===== src/include/lsu_defines.svh =====
`ifndef LSU_DEFINES_SVH
`define LSU_DEFINES_SVH

// Number of decoded requests the queue can hold.
// Busy is raised to the core when all of them are in use.
`define LSU_QUEUE_DEPTH 4

// Size of the SRAM behind the bus, in 32-bit words.
// The slave indexes it with address bits from bit 2 upward.
`define LSU_MEM_WORDS 1024

// Cycles the SRAM slave waits on a read or write address before it
// raises the matching ready.
`define LSU_SRAM_WAIT 2

`endif


===== src/hdl/lsu_pkg.sv =====
package lsu_pkg;

  // Bit 3 marks a store and bits 1:0 give the access size.
  typedef enum logic [3:0] {
    LB  = 4'b0000,
    LH  = 4'b0001,
    LW  = 4'b0010,
    LBU = 4'b0100,
    LHU = 4'b0101,
    SB  = 4'b1000,
    SH  = 4'b1001,
    SW  = 4'b1010
  } mem_op_e;

  typedef enum logic [2:0] {
    IDLE,
    READ_ADDR,
    READ_DATA,
    WRITE_ADDR,
    WRITE_DATA,
    WRITE_RESP,
    COMPLETE
  } lsu_state_e;

  // Request as the core presents it.
  typedef struct packed {
    mem_op_e     op;
    logic [31:0] addr;
    logic [31:0] wdata;
  } core_req_t;

  // Decoded request. Size is 0 for a byte, 1 for a halfword and 2 for a word.
  // Store data already sits in the byte lanes selected by wstrb.
  typedef struct packed {
    logic        is_store;
    logic        sext;
    logic [1:0]  size;
    logic [31:0] addr;
    logic [3:0]  wstrb;
    logic [31:0] wdata;
  } lsu_req_t;

endpackage


===== src/hdl/lsu_bus_master.sv =====
module lsu_bus_master (
  input  logic              clock,
  input  logic              reset,
  input  lsu_pkg::lsu_req_t head,
  input  logic              empty,
  output logic              pop,
  output logic              load_done,
  output logic [31:0]       load_data,
  output logic              store_done,
  output logic [31:0]       araddr,
  output logic              arvalid,
  input  logic              arready,
  output logic              rready,
  input  logic [31:0]       rdata,
  input  logic [1:0]        rresp,
  input  logic              rvalid,
  output logic [31:0]       awaddr,
  output logic              awvalid,
  input  logic              awready,
  output logic [31:0]       wdata,
  output logic [3:0]        wstrb,
  output logic              wvalid,
  input  logic              wready,
  output logic              bready,
  input  logic [1:0]        bresp,
  input  logic              bvalid
);
  import lsu_pkg::*;

  lsu_state_e  state;
  lsu_req_t    cur;
  logic [31:0] lane;
  logic [31:0] load_ext;

  assign pop    = (state == IDLE) && !empty;
  assign araddr = cur.addr;
  assign awaddr = cur.addr;
  assign wdata  = cur.wdata;
  assign wstrb  = cur.wstrb;

  // Shift the addressed byte or halfword down to bit 0 before extending it.
  always_comb begin
    lane = rdata >> {cur.addr[1:0], 3'b000};
    case (cur.size)
      2'd0:    load_ext = cur.sext ? {{24{lane[7]}}, lane[7:0]} : {24'b0, lane[7:0]};
      2'd1:    load_ext = cur.sext ? {{16{lane[15]}}, lane[15:0]} : {16'b0, lane[15:0]};
      default: load_ext = rdata;
    endcase
  end

  always_ff @(posedge clock) begin
    if (pop) begin
      cur <= head;
    end
    if ((state == READ_DATA) && rvalid && rready) begin
      load_data <= load_ext;
    end
  end

  always_ff @(posedge clock) begin
    if (reset) begin
      state      <= IDLE;
      arvalid    <= 1'b0;
      awvalid    <= 1'b0;
      wvalid     <= 1'b0;
      rready     <= 1'b1;
      bready     <= 1'b1;
      load_done  <= 1'b0;
      store_done <= 1'b0;
    end else begin
      case (state)
        IDLE: begin
          if (!empty) begin
            if (head.is_store) begin
              awvalid <= 1'b1;
              state   <= WRITE_ADDR;
            end else begin
              arvalid <= 1'b1;
              state   <= READ_ADDR;
            end
          end
        end
        READ_ADDR: begin
          if (arvalid && arready) begin
            arvalid <= 1'b0;
            rready  <= 1'b1;
            state   <= READ_DATA;
          end
        end
        READ_DATA: begin
          if (rvalid && rready) begin
            rready    <= 1'b0;
            load_done <= 1'b1;
            state     <= COMPLETE;
          end
        end
        WRITE_ADDR: begin
          // Data goes out only once the address has been taken.
          if (awvalid && awready) begin
            awvalid <= 1'b0;
            wvalid  <= 1'b1;
            state   <= WRITE_DATA;
          end
        end
        WRITE_DATA: begin
          if (wvalid && wready) begin
            wvalid <= 1'b0;
            bready <= 1'b1;
            state  <= WRITE_RESP;
          end
        end
        WRITE_RESP: begin
          if (bvalid && bready) begin
            bready     <= 1'b0;
            store_done <= 1'b1;
            state      <= COMPLETE;
          end
        end
        COMPLETE: begin
          load_done  <= 1'b0;
          store_done <= 1'b0;
          state      <= IDLE;
        end
        default: state <= IDLE;
      endcase
    end
  end

  a_one_address_channel: assert property (@(posedge clock) disable iff (reset)
    !(arvalid && awvalid))
    else $error("Read and write address channels active together.");

endmodule


===== config.mk =====
export PLATFORM = sky130hd
export DESIGN_NAME = lsu_bus_master
export DESIGN_NICKNAME = d
export VERILOG_FILES = /design/src/include/lsu_defines.svh /design/src/hdl/lsu_pkg.sv /design/src/hdl/lsu_bus_master.sv
export SDC_FILE = /design/constraint.sdc
export NUM_CORES = 1
export LEC_CHECK = 0
export BUFFER_PORTS_ARGS = -buffer_cell sky130_fd_sc_hd__buf_2
export CAP_MARGIN = 10
export CORE_MARGIN = 2
export CORE_UTILIZATION = 30
export CTS_BUF_LIST = sky130_fd_sc_hd__clkbuf_2 sky130_fd_sc_hd__clkbuf_4 sky130_fd_sc_hd__clkbuf_8
export CTS_CLUSTER_DIAMETER = 200
export DETAILED_ROUTE_END_ITERATION = 8
export SYNTH_ARGS = -nofsm -noshare
export SYNTH_HDL_FRONTEND = slang
export SYNTH_SLANG_ARGS = --single-unit

===== constraint.sdc =====
create_clock -name clock -period 10.9 [get_ports clock]
set_input_delay 1.09 -clock clock [delete_from_list [all_inputs] [get_ports clock]]
set_output_delay 1.09 -clock clock [all_outputs]
set_load 0.01 [all_outputs]

==> reports/metrics.yaml <==
status: "complete, no violations"
grt_setup_unrepaired: "no"
fillCellCount: 1644
r2r_cells: 2
p_leak_nw: 2.70
slew_headroom: 0.437
grt_pass1_vias: 3257
ir_drop_mv: 0.114
hpwl_um: 8680
drt-wirelength-per-cell_um: 15.2
cpMostUsedCell: "buf_2"
slew_violations: 0
syn-num-nets: 483
p_per_area_nw_per_um2: 199
yosysSeqAreaShare: 0.657
die-area_sq_um: 17800
hp-class: "flip-flop to flip-flop"
synth_common_cells: "103 x edfxtp_1, 100 x buf_4, 22 x nand2_1"
yosysTopAreaCell: "edfxtp_1"
grtUsageTotal: 0.130
grt_pass1_wl_um: 17500
post-route-period-util: 0.353
path_buf_inv: 3
cp.arrival_ns: 2.75
crit_fanout: 68
hold_violations: 0
cts_max_path_buffers: 2
drv_cap: 0
worstSkewPairLatency_ns: 0.44
place_congestion: 0.784
coreArea_sq_um: 16500
totalPowerFinal_mw: 1.23
dr.pass1.iters: 5
worstPathRequired_ns: 9.81
worst_setup_path_start_kind: "input port"
worstMarginPinSlew_ns: 0.844
cp_slowest_cell: "buf_4"
antenna_found_initial: 2
stdcell_area_sq_um: 6170
drt-initial-drc-count: 167
fin_nets: 643
path_clk_slew_ns: 0.07
syn_area_sq_um: 5010
cts_made_buffers: 17
r2r_slack_ns: 8.61
fin_worst_skew_ns: 0.00927
min_path_cells: 2
die_h_um: 133
grt_max_degree: 69
max_stage_delay_ns: 0.75
tritoncts: "yes"
port_buffers: 251
die_w_um: 133
overflow: 0
synth_most_common_cell: "edfxtp_1"
layout-drive-gt1-share: 0.544
place_area_sq_um: 5750
synthToLayoutAreaGrowth_pct: 23.1
rows: 47
ys_warn_count: 0
root_buffer: "clkbuf_8"
syn_avg_cell_area_sq_um: 13.7
yosys-top-cells-area: "edfxtp_1 62%, buf_4 15%, dfxtp_1 4.0%, a21o_1 2.5%, nand2_1 1.6%"
async_flop_share: 0
ant_nets: 0
setup_viol: 0
cp-end-kind: "primary output"
vias: 3361
fmax_ghz: 0.260
cp_top_family: "buffers and inverters"
synth_top_cell_area_share: 0.617
ys.flop_type: "edfxtp_1"
critPathKind: "input port to primary output"
start_util: 0.304
synth_edf_count: 103
routed_via_density: 4.41
ios: 256
path_cells: "buf_2 > nor4_2 > buf_4 > buf_2"
synth_seq_cells: 113
routed_wirelength_um: 11500
synthCells: 367
ctsHtreeMaxLevel: 4
cts_resized: 0
cts.sinks: 113
postCtsHoldBufs: 0
fin_crit_ns: 3.84
postCtsSetupRepairBufs: 0
holdWs_ns: 0.478
ys_types: 44
crit_cells: 4
setup-tns-final_ns: 0
drc: 0
[worst reg2reg max path, delay by kind of cell (launching register included)]
kind / cells / cell delay (ns)
buf+inv: 1 / 0.75
flops: 1 / 0.43
simple gates: 1 / 0.65
[state kept, by name, summed over array words and instances (netlist names)]
register and cells:
bready 1, state 3, load_data 32, araddr 32, wdata 32, load_done 1
arvalid 1, cur 3, store_done 1, awvalid 1, wvalid 1, wstrb 4
rready 1
[report_power, final]
group          leakage (nW)  switching, mW  total (mW)  internal [mW]
clock                 0.199          0.182       0.410          0.228
sequential             1.05         0.0312       0.583          0.552
combinational          1.46          0.144       0.237         0.0935
[layout by cell type (no fill, tap or decap), drive strengths merged, types with 2 or more instances in the layout]
master and n:
o21bai 2, a22oi 2, edfxtp 103, and3 2, a21oi 16, buf 254
nor2b 4, nand2b 2, nor3 3, o22ai 2, a31oi 2, and2b 2
nor2 16, bufinv 3, o31ai 6, diode 2, clkinv 5, clkbuf 17
mux2i 5, a221oi 2, dfxtp 10, nand2 22, a21o 17, mux2 4
o21ai 11, inv 9, clkinvlp 3, a211oi 5
[cell families after synthesis]
kind of cell / share of synthesized area
and+or+nand+nor: 0.0509
DFF: 0.657
buffers and inverters: 0.169
AOI/OAI and AO/OA: 0.0989
muxes: 0.0242
[layout make-up]
type                    instances  area, sq um  area share
clock buffers                  17          234      0.0379
well taps                     220          275      0.0446
clock inverters                15          181      0.0294
multi-input cells             136          883       0.143
repair buffers                254         1280       0.207
inverters                       5         18.8     0.00304
diodes                          2         5.00    0.000811
flip-flops and latches        113         3290       0.534
[worst paths after layout]
kind / endpoint / start
hold / removal: store_done$_SDFFE_PP0P_ / store_done$_SDFFE_PP0P_
setup reg to reg: araddr[12]$_DFFE_PP_ / state[0]$_SDFFE_PP0P_
setup / recovery: pop / empty
hold reg to reg: store_done$_SDFFE_PP0P_ / store_done$_SDFFE_PP0P_
[through the flow]
step,instances,setup WS [ns],util
final,762,7.06,0.375
after global routing,762,6.86,0.375
after CTS,760,6.98,0.374
after detailed placement,728,6.99,0.349
after global placement,728,7.03,0.349
after floorplan,367,1.63,-
[routing by layer]
layer	GRT usage	up-vias	wire length, um
met4	0.0691	0	331
met2	0.210	183	5750
met1	0.146	1600	4490
met5	0	-	0
li1	-	1553	-
met3	0.0548	25	981
Power figures use the tool's default switching activity.
