`src/include/lsu_defines.svh`:
```
`ifndef LSU_DEFINES_SVH
`define LSU_DEFINES_SVH

// Number of decoded requests the queue can hold.
// Busy is raised to the core when all of them are in use.
`define LSU_QUEUE_DEPTH 4

// Size of the SRAM behind the bus, in 32-bit words.
// The slave indexes it with address bits from bit 2 upward.
`define LSU_MEM_WORDS 1024

// Cycles the SRAM slave waits on a read or write address before it
// raises the matching ready.
`define LSU_SRAM_WAIT 2

`endif

```
`src/hdl/lsu_pkg.sv`:
```
package lsu_pkg;

  // Bit 3 marks a store and bits 1:0 give the access size.
  typedef enum logic [3:0] {
    LB  = 4'b0000,
    LH  = 4'b0001,
    LW  = 4'b0010,
    LBU = 4'b0100,
    LHU = 4'b0101,
    SB  = 4'b1000,
    SH  = 4'b1001,
    SW  = 4'b1010
  } mem_op_e;

  typedef enum logic [2:0] {
    IDLE,
    READ_ADDR,
    READ_DATA,
    WRITE_ADDR,
    WRITE_DATA,
    WRITE_RESP,
    COMPLETE
  } lsu_state_e;

  // Request as the core presents it.
  typedef struct packed {
    mem_op_e     op;
    logic [31:0] addr;
    logic [31:0] wdata;
  } core_req_t;

  // Decoded request. Size is 0 for a byte, 1 for a halfword and 2 for a word.
  // Store data already sits in the byte lanes selected by wstrb.
  typedef struct packed {
    logic        is_store;
    logic        sext;
    logic [1:0]  size;
    logic [31:0] addr;
    logic [3:0]  wstrb;
    logic [31:0] wdata;
  } lsu_req_t;

endpackage

```
`src/hdl/lsu_req_queue.sv`:
```
`include "lsu_defines.svh"

module lsu_req_queue (
  input  logic              clock,
  input  logic              reset,
  input  logic              push,
  input  lsu_pkg::lsu_req_t push_req,
  input  logic              pop,
  output lsu_pkg::lsu_req_t head,
  output logic              empty,
  output logic              full
);
  import lsu_pkg::*;

  localparam int DEPTH = `LSU_QUEUE_DEPTH;
  localparam int PTR_W = (DEPTH > 1) ? $clog2(DEPTH) : 1;
  localparam int CNT_W = $clog2(DEPTH + 1);

  lsu_req_t         entries [DEPTH];
  logic [PTR_W-1:0] wr_ptr;
  logic [PTR_W-1:0] rd_ptr;
  logic [CNT_W-1:0] count;
  logic             do_push;
  logic             do_pop;

  function automatic logic [PTR_W-1:0] next_ptr(input logic [PTR_W-1:0] ptr);
    if (ptr == PTR_W'(DEPTH - 1)) begin
      return '0;
    end
    return ptr + 1'b1;
  endfunction

  assign do_push = push && !full;
  assign do_pop  = pop && !empty;
  assign head    = entries[rd_ptr];
  assign empty   = (count == '0);
  assign full    = (count == CNT_W'(DEPTH));

  always_ff @(posedge clock) begin
    if (reset) begin
      wr_ptr <= '0;
      rd_ptr <= '0;
      count  <= '0;
    end else begin
      if (do_push) begin
        wr_ptr <= next_ptr(wr_ptr);
      end
      if (do_pop) begin
        rd_ptr <= next_ptr(rd_ptr);
      end
      case ({do_push, do_pop})
        2'b10:   count <= count + 1'b1;
        2'b01:   count <= count - 1'b1;
        default: count <= count;
      endcase
    end
  end

  always_ff @(posedge clock) begin
    if (do_push) begin
      entries[wr_ptr] <= push_req;
    end
  end

  // The core is expected to hold off while busy is high.
  a_no_push_when_full: assert property (@(posedge clock) disable iff (reset)
    push |-> !full)
    else $error("Request pushed into a full queue.");

  a_no_pop_when_empty: assert property (@(posedge clock) disable iff (reset)
    pop |-> !empty)
    else $error("Bus master popped an empty queue.");

endmodule

```
`config.mk`:
```
export PLATFORM = sky130hd
export DESIGN_NAME = lsu_req_queue
export DESIGN_NICKNAME = d
export VERILOG_FILES = /design/src/hdl/lsu_pkg.sv /design/src/hdl/lsu_req_queue.sv
export VERILOG_INCLUDE_DIRS = /design/src /design/src/include
export SDC_FILE = /design/constraint.sdc
export NUM_CORES = 1
export LEC_CHECK = 0
export BUFFER_PORTS_ARGS = -buffer_cell sky130_fd_sc_hd__buf_2
export CELL_PAD_IN_SITES_DETAIL_PLACEMENT = 0
export CELL_PAD_IN_SITES_GLOBAL_PLACEMENT = 1
export CORE_MARGIN = 3
export CORE_UTILIZATION = 50
export DETAILED_ROUTE_END_ITERATION = 10
export GPL_ROUTABILITY_DRIVEN = 0
export HOLD_SLACK_MARGIN = 0.08
export PLACE_DENSITY_LB_ADDON = 0.05
export SKIP_LAST_GASP = 1
export SYNTH_ARGS = -nofsm -noshare
export SYNTH_HDL_FRONTEND = slang
export SYNTH_SLANG_ARGS = --single-unit
```
`constraint.sdc`:
```
create_clock -name clock -period 6.35 [get_ports clock]
set_input_delay 0.3175 -clock clock [delete_from_list [all_inputs] [get_ports clock]]
set_output_delay 0.3175 -clock clock [all_outputs]
set_load 0.01 [all_outputs]
```
==> flow_metrics.env <==
export IMPL_outcome="finished clean"
export IMPL_die_area_um2=23520
export IMPL_clk_latency_ns=0.54
export IMPL_core_um2=21150
export IMPL_num_fill_cells=1466
export IMPL_avgSynthCellArea_um2=25.25
export IMPL_p_total_mw=5.044
export IMPL_synth_seq_cells=297
export IMPL_synth_simple_area_share_pct=0.9103
export IMPL_via_count=5142
export IMPL_drt_iter0_drc=316
export IMPL_grt_usage_pct=17.07
export IMPL_cts_root_buf="clkbuf_16"
export IMPL_initial_utilization_pct=51.33
export IMPL_drive_gt1_share_pct=39.57
export IMPL_min_period_ns=3.245
export IMPL_p_per_area_nw_per_um2=372.0
export IMPL_synth_compound_area_share_pct=0.4840
export IMPL_tns_ns=0
export IMPL_synth_area_um2=10860
export IMPL_cts_resized=0
export IMPL_p_leak_nw=4.623
export IMPL_drc_errors=0
export IMPL_cp_start_kind="flop"
export IMPL_ys_seq_area_share_pct=81.31
export IMPL_syn_inst=430
export IMPL_fp_dieH_um=153.4
export IMPL_grt_max_degree=73
export IMPL_multi_input_area_um2=1912
export IMPL_synthMuxAreaShare_pct=15.03
export IMPL_rsz0062_at_grt="no"
export IMPL_report_final_hold_viol_count=0
export IMPL_nNetsFinal=755
export IMPL_dp_hpwl_um=11130
export IMPL_cts_max_path_buffers=3
export IMPL_top_level_ports=150
export IMPL_n_antenna_cell=0
export IMPL_required_ns=6.03
export IMPL_finalCritPeriodShare_pct=51.11
export IMPL_overflow=0
export IMPL_max_clock_freq_mhz=308.1
export IMPL_yosysWarnings=0
export IMPL_end_kind="output port"
export IMPL_worst_path_buf_inv=2
export IMPL_antenna_found_initial=0
export IMPL_die_x_um=153.4
export IMPL_worstPathArrival_ns=2.93
export IMPL_routedWlPerCell_um=20.44
export IMPL_path_max_fanout=44
export IMPL_cts_sinks=297
export IMPL_worstSetupPathType="reg -> out"
export IMPL_syn_to_final_growth_pct=24.89
export IMPL_max_cap_violations=0
export IMPL_irDropWorstVdd_mv=0.2537
export IMPL_fin_skew_ns=0.01323
export IMPL_synthAdderAreaFrac_pct=0.8758
export IMPL_via_per_inst=5.301
export IMPL_fin_area_um2=13560
export IMPL_ff_latch_area_um2=8836
export IMPL_crit_slowest_cell="buf_4"
export IMPL_synth_net_count=513
export IMPL_htree_num_levels=1
export IMPL_path_clk_slew_ns=0.06
export IMPL_grt_pass1_wl_um=31580
export IMPL_numCtsBuffers=31
export IMPL_slew_violations=0
export IMPL_synthXorXnorAreaFrac_pct=0.1613
export IMPL_port_buffers=149
export IMPL_max_stage_delay_ns=0.79
export IMPL_num_rows=53
export IMPL_synth_top_family_by_area="multiplexers"
export IMPL_tightest_slew_ns=1.119
export IMPL_firstDrtPassIters=4
export IMPL_critical_path_cell_chain="buf_4, mux4_2, buf_2"
export IMPL_ant_nets=0
export IMPL_wirelength_um=19830
export IMPL_crit_family="buffers and inverters"
export IMPL_hp_class="in -> reg"
export IMPL_cts_tree="yes"
export IMPL_synth_cell_types=28
export IMPL_grt_pass1_vias=5694
export IMPL_placed_area_um2=11910
export IMPL_setup_violations=0
export IMPL_relSlewSlack_pct=25.43
export IMPL_final_cell_mix="edfxtp_1, buf_2, dlygate4sd3_1"
export IMPL_layout_commonest_cell="edfxtp_1"
kinds of logic after synthesis:
group | count (synthesis)
AO/OA/AOI/OAI | 8
XOR/XNOR | 2
adder cells (fa/ha/maj) | 7
buffers and inverters | 26
flip-flops | 297
multiplexers | 73
AND/OR/NAND/NOR | 17
state kept, by name (all words and copies together) (netlist names), named ones only:
signal   cells
count        3
entries    288
rd_ptr       2
wr_ptr       2
worst paths after layout:
| kind | startpoint | to | slack [ns] | depth (start not counted) |
|---|---|---|---|---|
| max | flop | head[56] | 3.10 | 3 |
| min | push | wr_ptr[1] | 0.13 | 3 |
| max reg2reg | count[2] | count[2] | 3.78 | 9 |
| min reg2reg | rd_ptr[0] | flop | 0.50 | 2 |
synthesized netlist by cell type:
master | instances | share of area [%]
edfxtp_1 | 288 | 80
mux4_2 | 72 | 15
dfxtp_1 | 9 | 1.7
inv_1 | 8 | 0.28
buf_4 | 7 | 0.48
ha_1 | 6 | 0.69
clkbuf_1 | 5 | 0.17
a21oi_1 | 4 | 0.18
nor2_1 | 4 | 0.14
and3_2 | 3 | 0.21
buf_1 | 3 | 0.10
buf_2 | 2 | 0.092
nand3_1 | 2 | 0.092
nor3_1 | 2 | 0.092
xor2_1 | 2 | 0.16
a21o_1 | 1 | 0.069
and2_4 | 1 | 0.081
and3_1 | 1 | 0.058
buf_6 | 1 | 0.10
fa_1 | 1 | 0.18
mux2i_1 | 1 | 0.092
nand2_1 | 1 | 0.035
o21ai_0 | 1 | 0.046
o31ai_1 | 1 | 0.069
o31ai_2 | 1 | 0.12
or3_1 | 1 | 0.058
or3_2 | 1 | 0.069
or3b_1 | 1 | 0.081
worst reg2reg max path, stage by stage, from the launching register on:
cell and delay, ns:
dfxtp_1 0.37, or3b_1 0.52, and2_4 0.23, inv_1 0.05, ha_1 0.18, inv_1 0.06, fa_1 0.38, xor2_1 0.16
or3_2 0.41, a21oi_1 0.14
repair_timing:
item | 4_1_cts | 5_1_grt
buffers inserted | 0 | 0
endpoints found under the hold margin | 291 | 0
hold buffers | 73 | 0
layer usage:
| metal | global-route usage (%) | part of all wire [%] | up-vias | wire length [um] |
|---|---|---|---|---|
| li1 | - | - | 2308 | - |
| met1 | 22.73 | 41 | 2665 | 8200 |
| met2 | 29.04 | 50 | 135 | 9977 |
| met3 | 4.417 | 6.5 | 34 | 1279 |
| met4 | 3.574 | 1.9 | 0 | 367 |
| met5 | 0 | 0 | - | 0 |
stage by stage:
step | util [%] | worst slack, ns | instances | hold WS [ns]
3_5_place_dp | 56.28 | 3.495 | 841 | 0.4894
2_1_floorplan | - | 3.559 | 430 | 0.4164
6_report | 64.10 | 3.105 | 970 | 0.1292
3_3_place_gp | 56.28 | 3.538 | 841 | 0.4710
5_1_grt | 64.10 | 2.799 | 970 | 0.1260
4_1_cts | 64.10 | 2.937 | 970 | 0.1077
area by class of cell:
class,count,share of cell area [%]
flip-flops and latches,297,65.16
multi-input cells,107,14.10
repair buffers,227,11.16
clock buffers,48,6.560
well taps,275,2.537
clock inverters,8,0.2584
inverters,8,0.2214
report_power, final:
group,leakage [nW],switching (mW),internal [mW]
Sequential,2.72,0.110,2.35
Clock,0.454,0.668,0.951
Combinational,1.45,0.472,0.488
Total,4.62,1.25,3.79
Note: power is estimated with default switching activity, not from simulation.
