<file path="config.mk">
export PLATFORM = sky130hd
export DESIGN_NAME = lsu_issue
export DESIGN_NICKNAME = d
export VERILOG_FILES = /design/src/include/lsu_defines.svh /design/src/hdl/lsu_pkg.sv /design/src/hdl/lsu_issue.sv
export SDC_FILE = /design/constraint.sdc
export NUM_CORES = 1
export LEC_CHECK = 0
export BUFFER_PORTS_ARGS = -buffer_cell sky130_fd_sc_hd__buf_2
export CORE_MARGIN = 3
export CORE_UTILIZATION = 32
export DETAILED_ROUTE_END_ITERATION = 16
export SLEW_MARGIN = 40
export SYNTH_ARGS = -nofsm -noshare
export SYNTH_HDL_FRONTEND = slang
export SYNTH_SLANG_ARGS = --single-unit
</file>
<file path="constraint.sdc">
create_clock -name clock -period 1.55 [get_ports clock]
set_clock_uncertainty 0.2 [all_clocks]
set_input_delay 0 -clock clock [delete_from_list [all_inputs] [get_ports clock]]
set_output_delay 0 -clock clock [all_outputs]
set_load 0.01 [all_outputs]
</file>
<file path="src/include/lsu_defines.svh">
`ifndef LSU_DEFINES_SVH
`define LSU_DEFINES_SVH

// Number of decoded requests the queue can hold.
// Busy is raised to the core when all of them are in use.
`define LSU_QUEUE_DEPTH 4

// Size of the SRAM behind the bus, in 32-bit words.
// The slave indexes it with address bits from bit 2 upward.
`define LSU_MEM_WORDS 1024

// Cycles the SRAM slave waits on a read or write address before it
// raises the matching ready.
`define LSU_SRAM_WAIT 2

`endif

</file>
<file path="src/hdl/lsu_pkg.sv">
package lsu_pkg;

  // Bit 3 marks a store and bits 1:0 give the access size.
  typedef enum logic [3:0] {
    LB  = 4'b0000,
    LH  = 4'b0001,
    LW  = 4'b0010,
    LBU = 4'b0100,
    LHU = 4'b0101,
    SB  = 4'b1000,
    SH  = 4'b1001,
    SW  = 4'b1010
  } mem_op_e;

  typedef enum logic [2:0] {
    IDLE,
    READ_ADDR,
    READ_DATA,
    WRITE_ADDR,
    WRITE_DATA,
    WRITE_RESP,
    COMPLETE
  } lsu_state_e;

  // Request as the core presents it.
  typedef struct packed {
    mem_op_e     op;
    logic [31:0] addr;
    logic [31:0] wdata;
  } core_req_t;

  // Decoded request. Size is 0 for a byte, 1 for a halfword and 2 for a word.
  // Store data already sits in the byte lanes selected by wstrb.
  typedef struct packed {
    logic        is_store;
    logic        sext;
    logic [1:0]  size;
    logic [31:0] addr;
    logic [3:0]  wstrb;
    logic [31:0] wdata;
  } lsu_req_t;

endpackage

</file>
<file path="src/hdl/lsu_issue.sv">
module lsu_issue (
  input  logic               clock,
  input  logic               reset,
  input  logic               req_valid,
  input  lsu_pkg::core_req_t req,
  output logic               push,
  output lsu_pkg::lsu_req_t  push_req,
  output logic               align_error
);
  import lsu_pkg::*;

  lsu_req_t   dec;
  logic       known;
  logic       misaligned;
  logic [3:0] base_strb;

  always_comb begin
    dec       = '0;
    known     = 1'b1;
    dec.addr  = req.addr;
    case (req.op)
      LB:  begin dec.sext = 1'b1; dec.size = 2'd0; end
      LH:  begin dec.sext = 1'b1; dec.size = 2'd1; end
      LW:  dec.size = 2'd2;
      LBU: dec.size = 2'd0;
      LHU: dec.size = 2'd1;
      SB:  begin dec.is_store = 1'b1; dec.size = 2'd0; end
      SH:  begin dec.is_store = 1'b1; dec.size = 2'd1; end
      SW:  begin dec.is_store = 1'b1; dec.size = 2'd2; end
      default: known = 1'b0;
    endcase

    case (dec.size)
      2'd0:    base_strb = 4'b0001;
      2'd1:    base_strb = 4'b0011;
      default: base_strb = 4'b1111;
    endcase
    dec.wstrb = base_strb << req.addr[1:0];

    // Replicating the store value puts it on every lane the strobe can pick.
    case (dec.size)
      2'd0:    dec.wdata = {4{req.wdata[7:0]}};
      2'd1:    dec.wdata = {2{req.wdata[15:0]}};
      default: dec.wdata = req.wdata;
    endcase

    misaligned = ((dec.size == 2'd1) && req.addr[0]) ||
                 ((dec.size == 2'd2) && (req.addr[1:0] != 2'b00));
  end

  always_ff @(posedge clock) begin
    if (reset) begin
      push        <= 1'b0;
      align_error <= 1'b0;
    end else begin
      push        <= req_valid && known && !misaligned;
      align_error <= req_valid && known && misaligned;
    end
  end

  always_ff @(posedge clock) begin
    if (req_valid) begin
      push_req <= dec;
    end
  end

endmodule

</file>
==> results of run 1 <==
-- flip-flops by register name, indices dropped and copies added, names as in the netlist --
name / count
align_error: 1
push_req: 72
push: 1
-- stage by stage --
stage	setup WS (ns)	total power, W	cells
after global placement	0.130	0.00301	380
after detailed placement	0.108	0.00302	380
after floorplan	0.301	0.00268	132
final	0.114	0.00487	470
after CTS	0.0189	0.00492	470
after global routing	0.0554	0.00509	470
-- worst max path at each step --
stage	from	to	slack, ns	cells after the start
detailed placement	req[66]	push_req[18]$_DFFE_PP_	0.11	4
finish	req[67]	push_req[70]$_DFFE_PP_	0.11	4
CTS	req_valid	align_error$_SDFF_PP0_	0.02	6
global placement	req[65]	push_req[15]$_DFFE_PP_	0.13	5
global route	req[67]	push_req[70]$_DFFE_PP_	0.06	4
floorplan	req[65]	push_req[10]$_DFFE_PP_	0.30	3
-- cells in the final DEF (no fill, tap or decap), types with 2 or more instances in the layout --
cell type	instances
clkbuf_8	9
clkinv_1	2
dlygate4sd3_1	74
buf_2	144
a21o_1	2
buf_12	4
edfxtp_1	72
nor3_1	2
dfxtp_1	2
and3_1	8
and2_1	2
clkinv_2	2
buf_4	3
a21oi_1	4
a221o_1	8
bufinv_16	3
nor2_1	2
mux2_2	16
-- Yosys cell counts --
master    count  area (µm²)
edfxtp_1     72        2160
mux2_2       16         180
a221o_1       8        80.1
and3_1        8        50.1
a21oi_1       4        20.0
a21o_1        2        15.0
and2_1        2        12.5
clkbuf_1      2        7.51
dfxtp_1       2        40.0
nor2_1        2        7.51
nor3_1        2        10.0
a21oi_4       1        16.3
a311oi_1      1        8.76
and2b_4       1        10.0
buf_2         1        5.00
buf_4         1        7.51
buf_6         1        11.3
inv_1         1        3.75
nand2_1       1        3.75
nor2b_1       1        6.26
nor3b_4       1        18.8
o21ai_0       1        5.00
o21ba_2       1        10.0
-- kinds of logic (layout without fill, tap and decap cells) --
logic type / count (synthesis) / count (layout) / synth area share
muxes: 16 / 16 / 0.0669
and+or+nand+nor: 18 / 18 / 0.0442
buffers and inverters: 6 / 242 / 0.0130
DFF: 74 / 74 / 0.818
AOI/OAI and AO/OA: 18 / 18 / 0.0576
-- power by group --
part | total, W | leakage, nW | internal (W) | switching, W
clock network | 0.00174 | 0.118 | 0.00105 | 0.000687
logic | 0.000705 | 1.13 | 0.000382 | 0.000323
registers | 0.00242 | 0.720 | 0.00238 | 0.0000364
total | 0.00487 | 1.97 | 0.00382 | 0.00105
-- routing by layer --
metal  wire (µm)  vias up
li1            -     1001
met1        2940      988
met2        3560      114
met3         666       10
met4         119        0
met5           0        -
-- timing repair --
action | in CTS | in global routing
hold buffers | 74 | 1
setup endpoints to repair | 0 | 1
hold endpoints to repair | 82 | 1
resized for setup | 0 | 1
-- worst max-delay path, delay by kind of cell --
kind,cells,cell delay (ns)
AND/OR/NAND/NOR,1,0.20
buffers and inverters,3,1.24
-- area by class of cell --
class	count	area, µm²
Clock buffer	9	124
Tap cell	102	128
Fill cell	652	3340
Sequential cell	74	2200
Timing Repair Buffer	225	1560
Inverter	1	3.75
Clock inverter	7	108
Multi-Input combinational cell	52	454
==> flow_summary.yaml, run 1 <==
route:
  vias_per_cell: 4.50
  postRouteWirelength_um: 7280
  drt-pass1-iter-count: 4
  ant_nets: 0
  drtIter0Drc: 36
  drc: 0
  wire_per_inst_um: 15.5
  vias: 2113
worst_setup_path:
  critPathMostFrequentCell: "dlygate4sd3_1"
  cp_slowest_cell: "dlygate4sd3_1"
  crit_type: "in -> reg"
  critPathLaunchType: "input port"
  cp_cell_sequence: "buf_2, dlygate4sd3_1, nor3_1, dlygate4sd3_1"
  cp-end-kind: "register"
  slowest_delay_ns: 0.57
  crit_path_max_fanout: 3
  cp_data_required_time_ns: 1.56
  worstPathArrival_ns: 1.44
floorplanning:
  ioPinCount: 145
  dieArea_um2: 9550
  core_area_um2: 7930
  start_util: 0.339
  die_x_um: 97.7
  die_h_um: 97.7
  fp-row-count: 32
status:
  status: "finished, violations left"
  failed_checks: "negative hold slack"
logic_synthesis:
  syn_nets: 203
  synthesis.instances: 132
  yosys_warnings: 0
  ys_seq_area_frac: 0.818
  ys_seq_elements: 74
  syn_avg_cell_area_um2: 20.4
  netlist_area_um2: 2690
  ys_types: 23
cells_and_area:
  area.growth.synth_to_final_pct: 70.3
  nets: 434
  fin_area_um2: 4580
  utilization: 0.578
  antenna_cells: 0
  final_layout_size_suffix_gt1_frac: 0.503
timing:
  min_period_over_period: 0.927
  period_needed_ns: 1.44
  fin_tns_setup_ns: 0
  setup_viol: 0
  hold_viol: 1
  timing.fmax_mhz: 696
  fin_hold_ws_ns: -0.0394
  worst_pin_slew_ns: 0.459
  max_slew_margin: 0.693
  rsz0062_at_grt: "no"
  final-max-slew-violation-count: 0
pwr:
  power.density_nw_per_um2: 1060
  ir_worst_vdd_mv: 0.460
  power.leakage_nw: 1.97
global_routing:
  grt-busiest-layer: "met2"
  grt_max_degree: 36
  grt.overflow.total: 0
  grt_pass1_vias: 2329
  grt_usage: 0.159
  grt_pass1_wl_um: 11800
  met1_usage: 0.176
  met3_usage: 0.0632
  antenna_found_initial: 0
  gr-usage-met2: 0.268
place:
  post_dp_cell_area_um2: 3610
  routabilityCongestion: 0.727
  hpwl_um: 4470
  numPortBuffers: 144
cts:
  clock_path_buffers: 2
  htree_levels: 3
  root_buffer: "clkbuf_8"
  cts_setup_buffers: 0
  clock-sinks: 74
  cts_buffers: 9
  cts_tree: "done"
  clkTransAtPathRegs_ns: 0.07
job:
  max-cap-violations: 0
hold_path:
  whs_endpoint: "align_error$_SDFF_PP0_"
  hp-class: "in -> reg"
  min-delay-start: "req[66]"
  holdPathStages: 4
Power figures use the tool's default switching activity.
==> run 2: changes to the inputs <==
==> constraint.sdc (replaced) <==
create_clock -name clock -period 1.85 [get_ports clock]
set_clock_uncertainty 0.2 [all_clocks]
set_input_delay 0 -clock clock [delete_from_list [all_inputs] [get_ports clock]]
set_output_delay 0 -clock clock [all_outputs]
set_load 0.01 [all_outputs]
==> run 2 against run 1 <==
Net effect: the run now ends clean; setup slack got worse by 0.012 ns; cell area shrank 1.4%; non-clock buffer count rose by 4; total power fell by 25%; critical path depth increased by 1; worst hold slack improved by 0.097 ns; via count about the same; count of clock-buffer cells in the layout stayed put; clock power down 41%; critical path type unchanged; critical endpoint is now push_req[31]$_DFFE_PP_; largest cell class unchanged.
==> flow_summary.yaml, run 2 (same netlist as run 1, synthesis figures left out) <==
global_routing:
  grt.overflow.total: 0
  antenna_found_initial: 0
  grt_max_degree: 38
  grt_usage: 0.151
  grt_pass1_vias: 2290
  grt_pass1_wl_um: 11400
hold_path:
  min-delay-start: "req_valid"
  hp-class: "in -> reg"
timing:
  worst_pin_slew_ns: 0.461
  setup_viol: 0
  period_needed_ns: 1.75
  hold_viol: 0
  final.setup.worst_slack_ns: 0.101
  min_period_over_period: 0.945
  fin_hold_ws_ns: 0.0579
  rsz0062_at_grt: "no"
  final-max-slew-violation-count: 0
  fin_tns_setup_ns: 0
  timing.fmax_mhz: 572
  max_slew_margin: 0.692
cts:
  cts_buffers: 9
  htree_levels: 3
  root_buffer: "clkbuf_8"
  clkTransAtPathRegs_ns: 0.08
  clock-sinks: 74
  ctsResizeCount: 0
  cts_tree: "done"
  cts_setup_buffers: 0
  clock_path_buffers: 2
job:
  max-cap-violations: 0
floorplanning:
  start_util: 0.339
  dieArea_um2: 9550
  die_h_um: 97.7
  core_area_um2: 7930
  die_x_um: 97.7
  ioPinCount: 145
  fp-row-count: 32
place:
  numPortBuffers: 144
  hpwl_um: 4370
  routabilityCongestion: 0.729
  dp_slack_ns: 0.273
cells_and_area:
  mostFrequentLayoutCell: "buf_2"
  final_cell_mix: "buf_2 (144), dlygate4sd3_1 (80), edfxtp_1 (72)"
  regMostFlops: "push_req"
  antenna_cells: 0
  final_layout_size_suffix_gt1_frac: 0.489
  nets: 438
  area.growth.synth_to_final_pct: 67.9
  largest_reg_flops: 72
  top_regs: "push_req: 72 flops, align_error: 1 flops, push: 1 flops"
worst_setup_path:
  cp_data_required_time_ns: 1.73
  critPathMostFrequentCell: "dlygate4sd3_1"
  critPathLaunchType: "input port"
  crit_path_max_fanout: 2
  cp_cell_sequence: "dlygate4sd3_1, buf_2, and3_1, a221o_1, dlygate4sd3_1"
  cp_top_family: "buffers and inverters"
  worstPathBufferInverterCount: 3
  worstPathArrival_ns: 1.63
  worstSetupStartpoint: "req[15]"
  crit_type: "in -> reg"
  cp_slowest_cell: "dlygate4sd3_1"
  cp-end-kind: "register"
  slowest_delay_ns: 0.57
route:
  postRouteWirelength_um: 7080
  drt-pass1-iter-count: 4
  vias: 2111
  drc: 0
  wire_per_inst_um: 14.9
  drtIter0Drc: 64
  ant_nets: 0
  vias_per_cell: 4.45
pwr:
  power.density_nw_per_um2: 809
  ir_worst_vdd_mv: 0.431
  power.leakage_nw: 1.93
status:
  status: "finished clean"
run 2: per-stage QoR:
stage               instances   util  area [µm²]  power, W
floorplan                 132      -        2690   0.00224
global placement          378  0.449        3560   0.00251
detailed placement        378  0.449        3560   0.00252
CTS                       474  0.570        4520   0.00371
global route              474  0.570        4520   0.00385
finish                    474  0.570        4520   0.00365
run 2: routing by layer:
layer / up-vias / global-route usage / share of wire
met4: 0 / 0.0522 / 0.016
met3: 12 / 0.0560 / 0.087
met1: 986 / 0.182 / 0.40
met2: 112 / 0.251 / 0.49
met5: - / 0 / 0
li1: 1001 / - / -
run 2: power by group:
group	switching [W]	total (W)	leakage (nW)	internal, W
registers	0.0000339	0.00203	0.720	0.00200
clock network	0.000564	0.00103	0.0775	0.000468
logic	0.000264	0.000591	1.13	0.000327
run 2: worst paths after layout:
| kind | to | slack, ns | cells past startpoint |
|---|---|---|---|
| max | push_req[31]$_DFFE_PP_ | 0.10 | 5 |
| min | push_req[70]$_DFFE_PP_ | 0.06 | 2 |
run 2: repair_timing:
item	CTS	global route
hold endpoints to repair	72	0
hold buffers	80	0
setup endpoints to repair	0	0
run 2: area by class of cell:
cell class              instances  area (µm²)
fillers                       657        3410
clock buffers                   9         124
flip-flops and latches         74        2200
clock inverters                 7        36.3
multi-input cells              52         454
inverters                       1        3.75
repair buffers                229        1570
well taps                     102         128
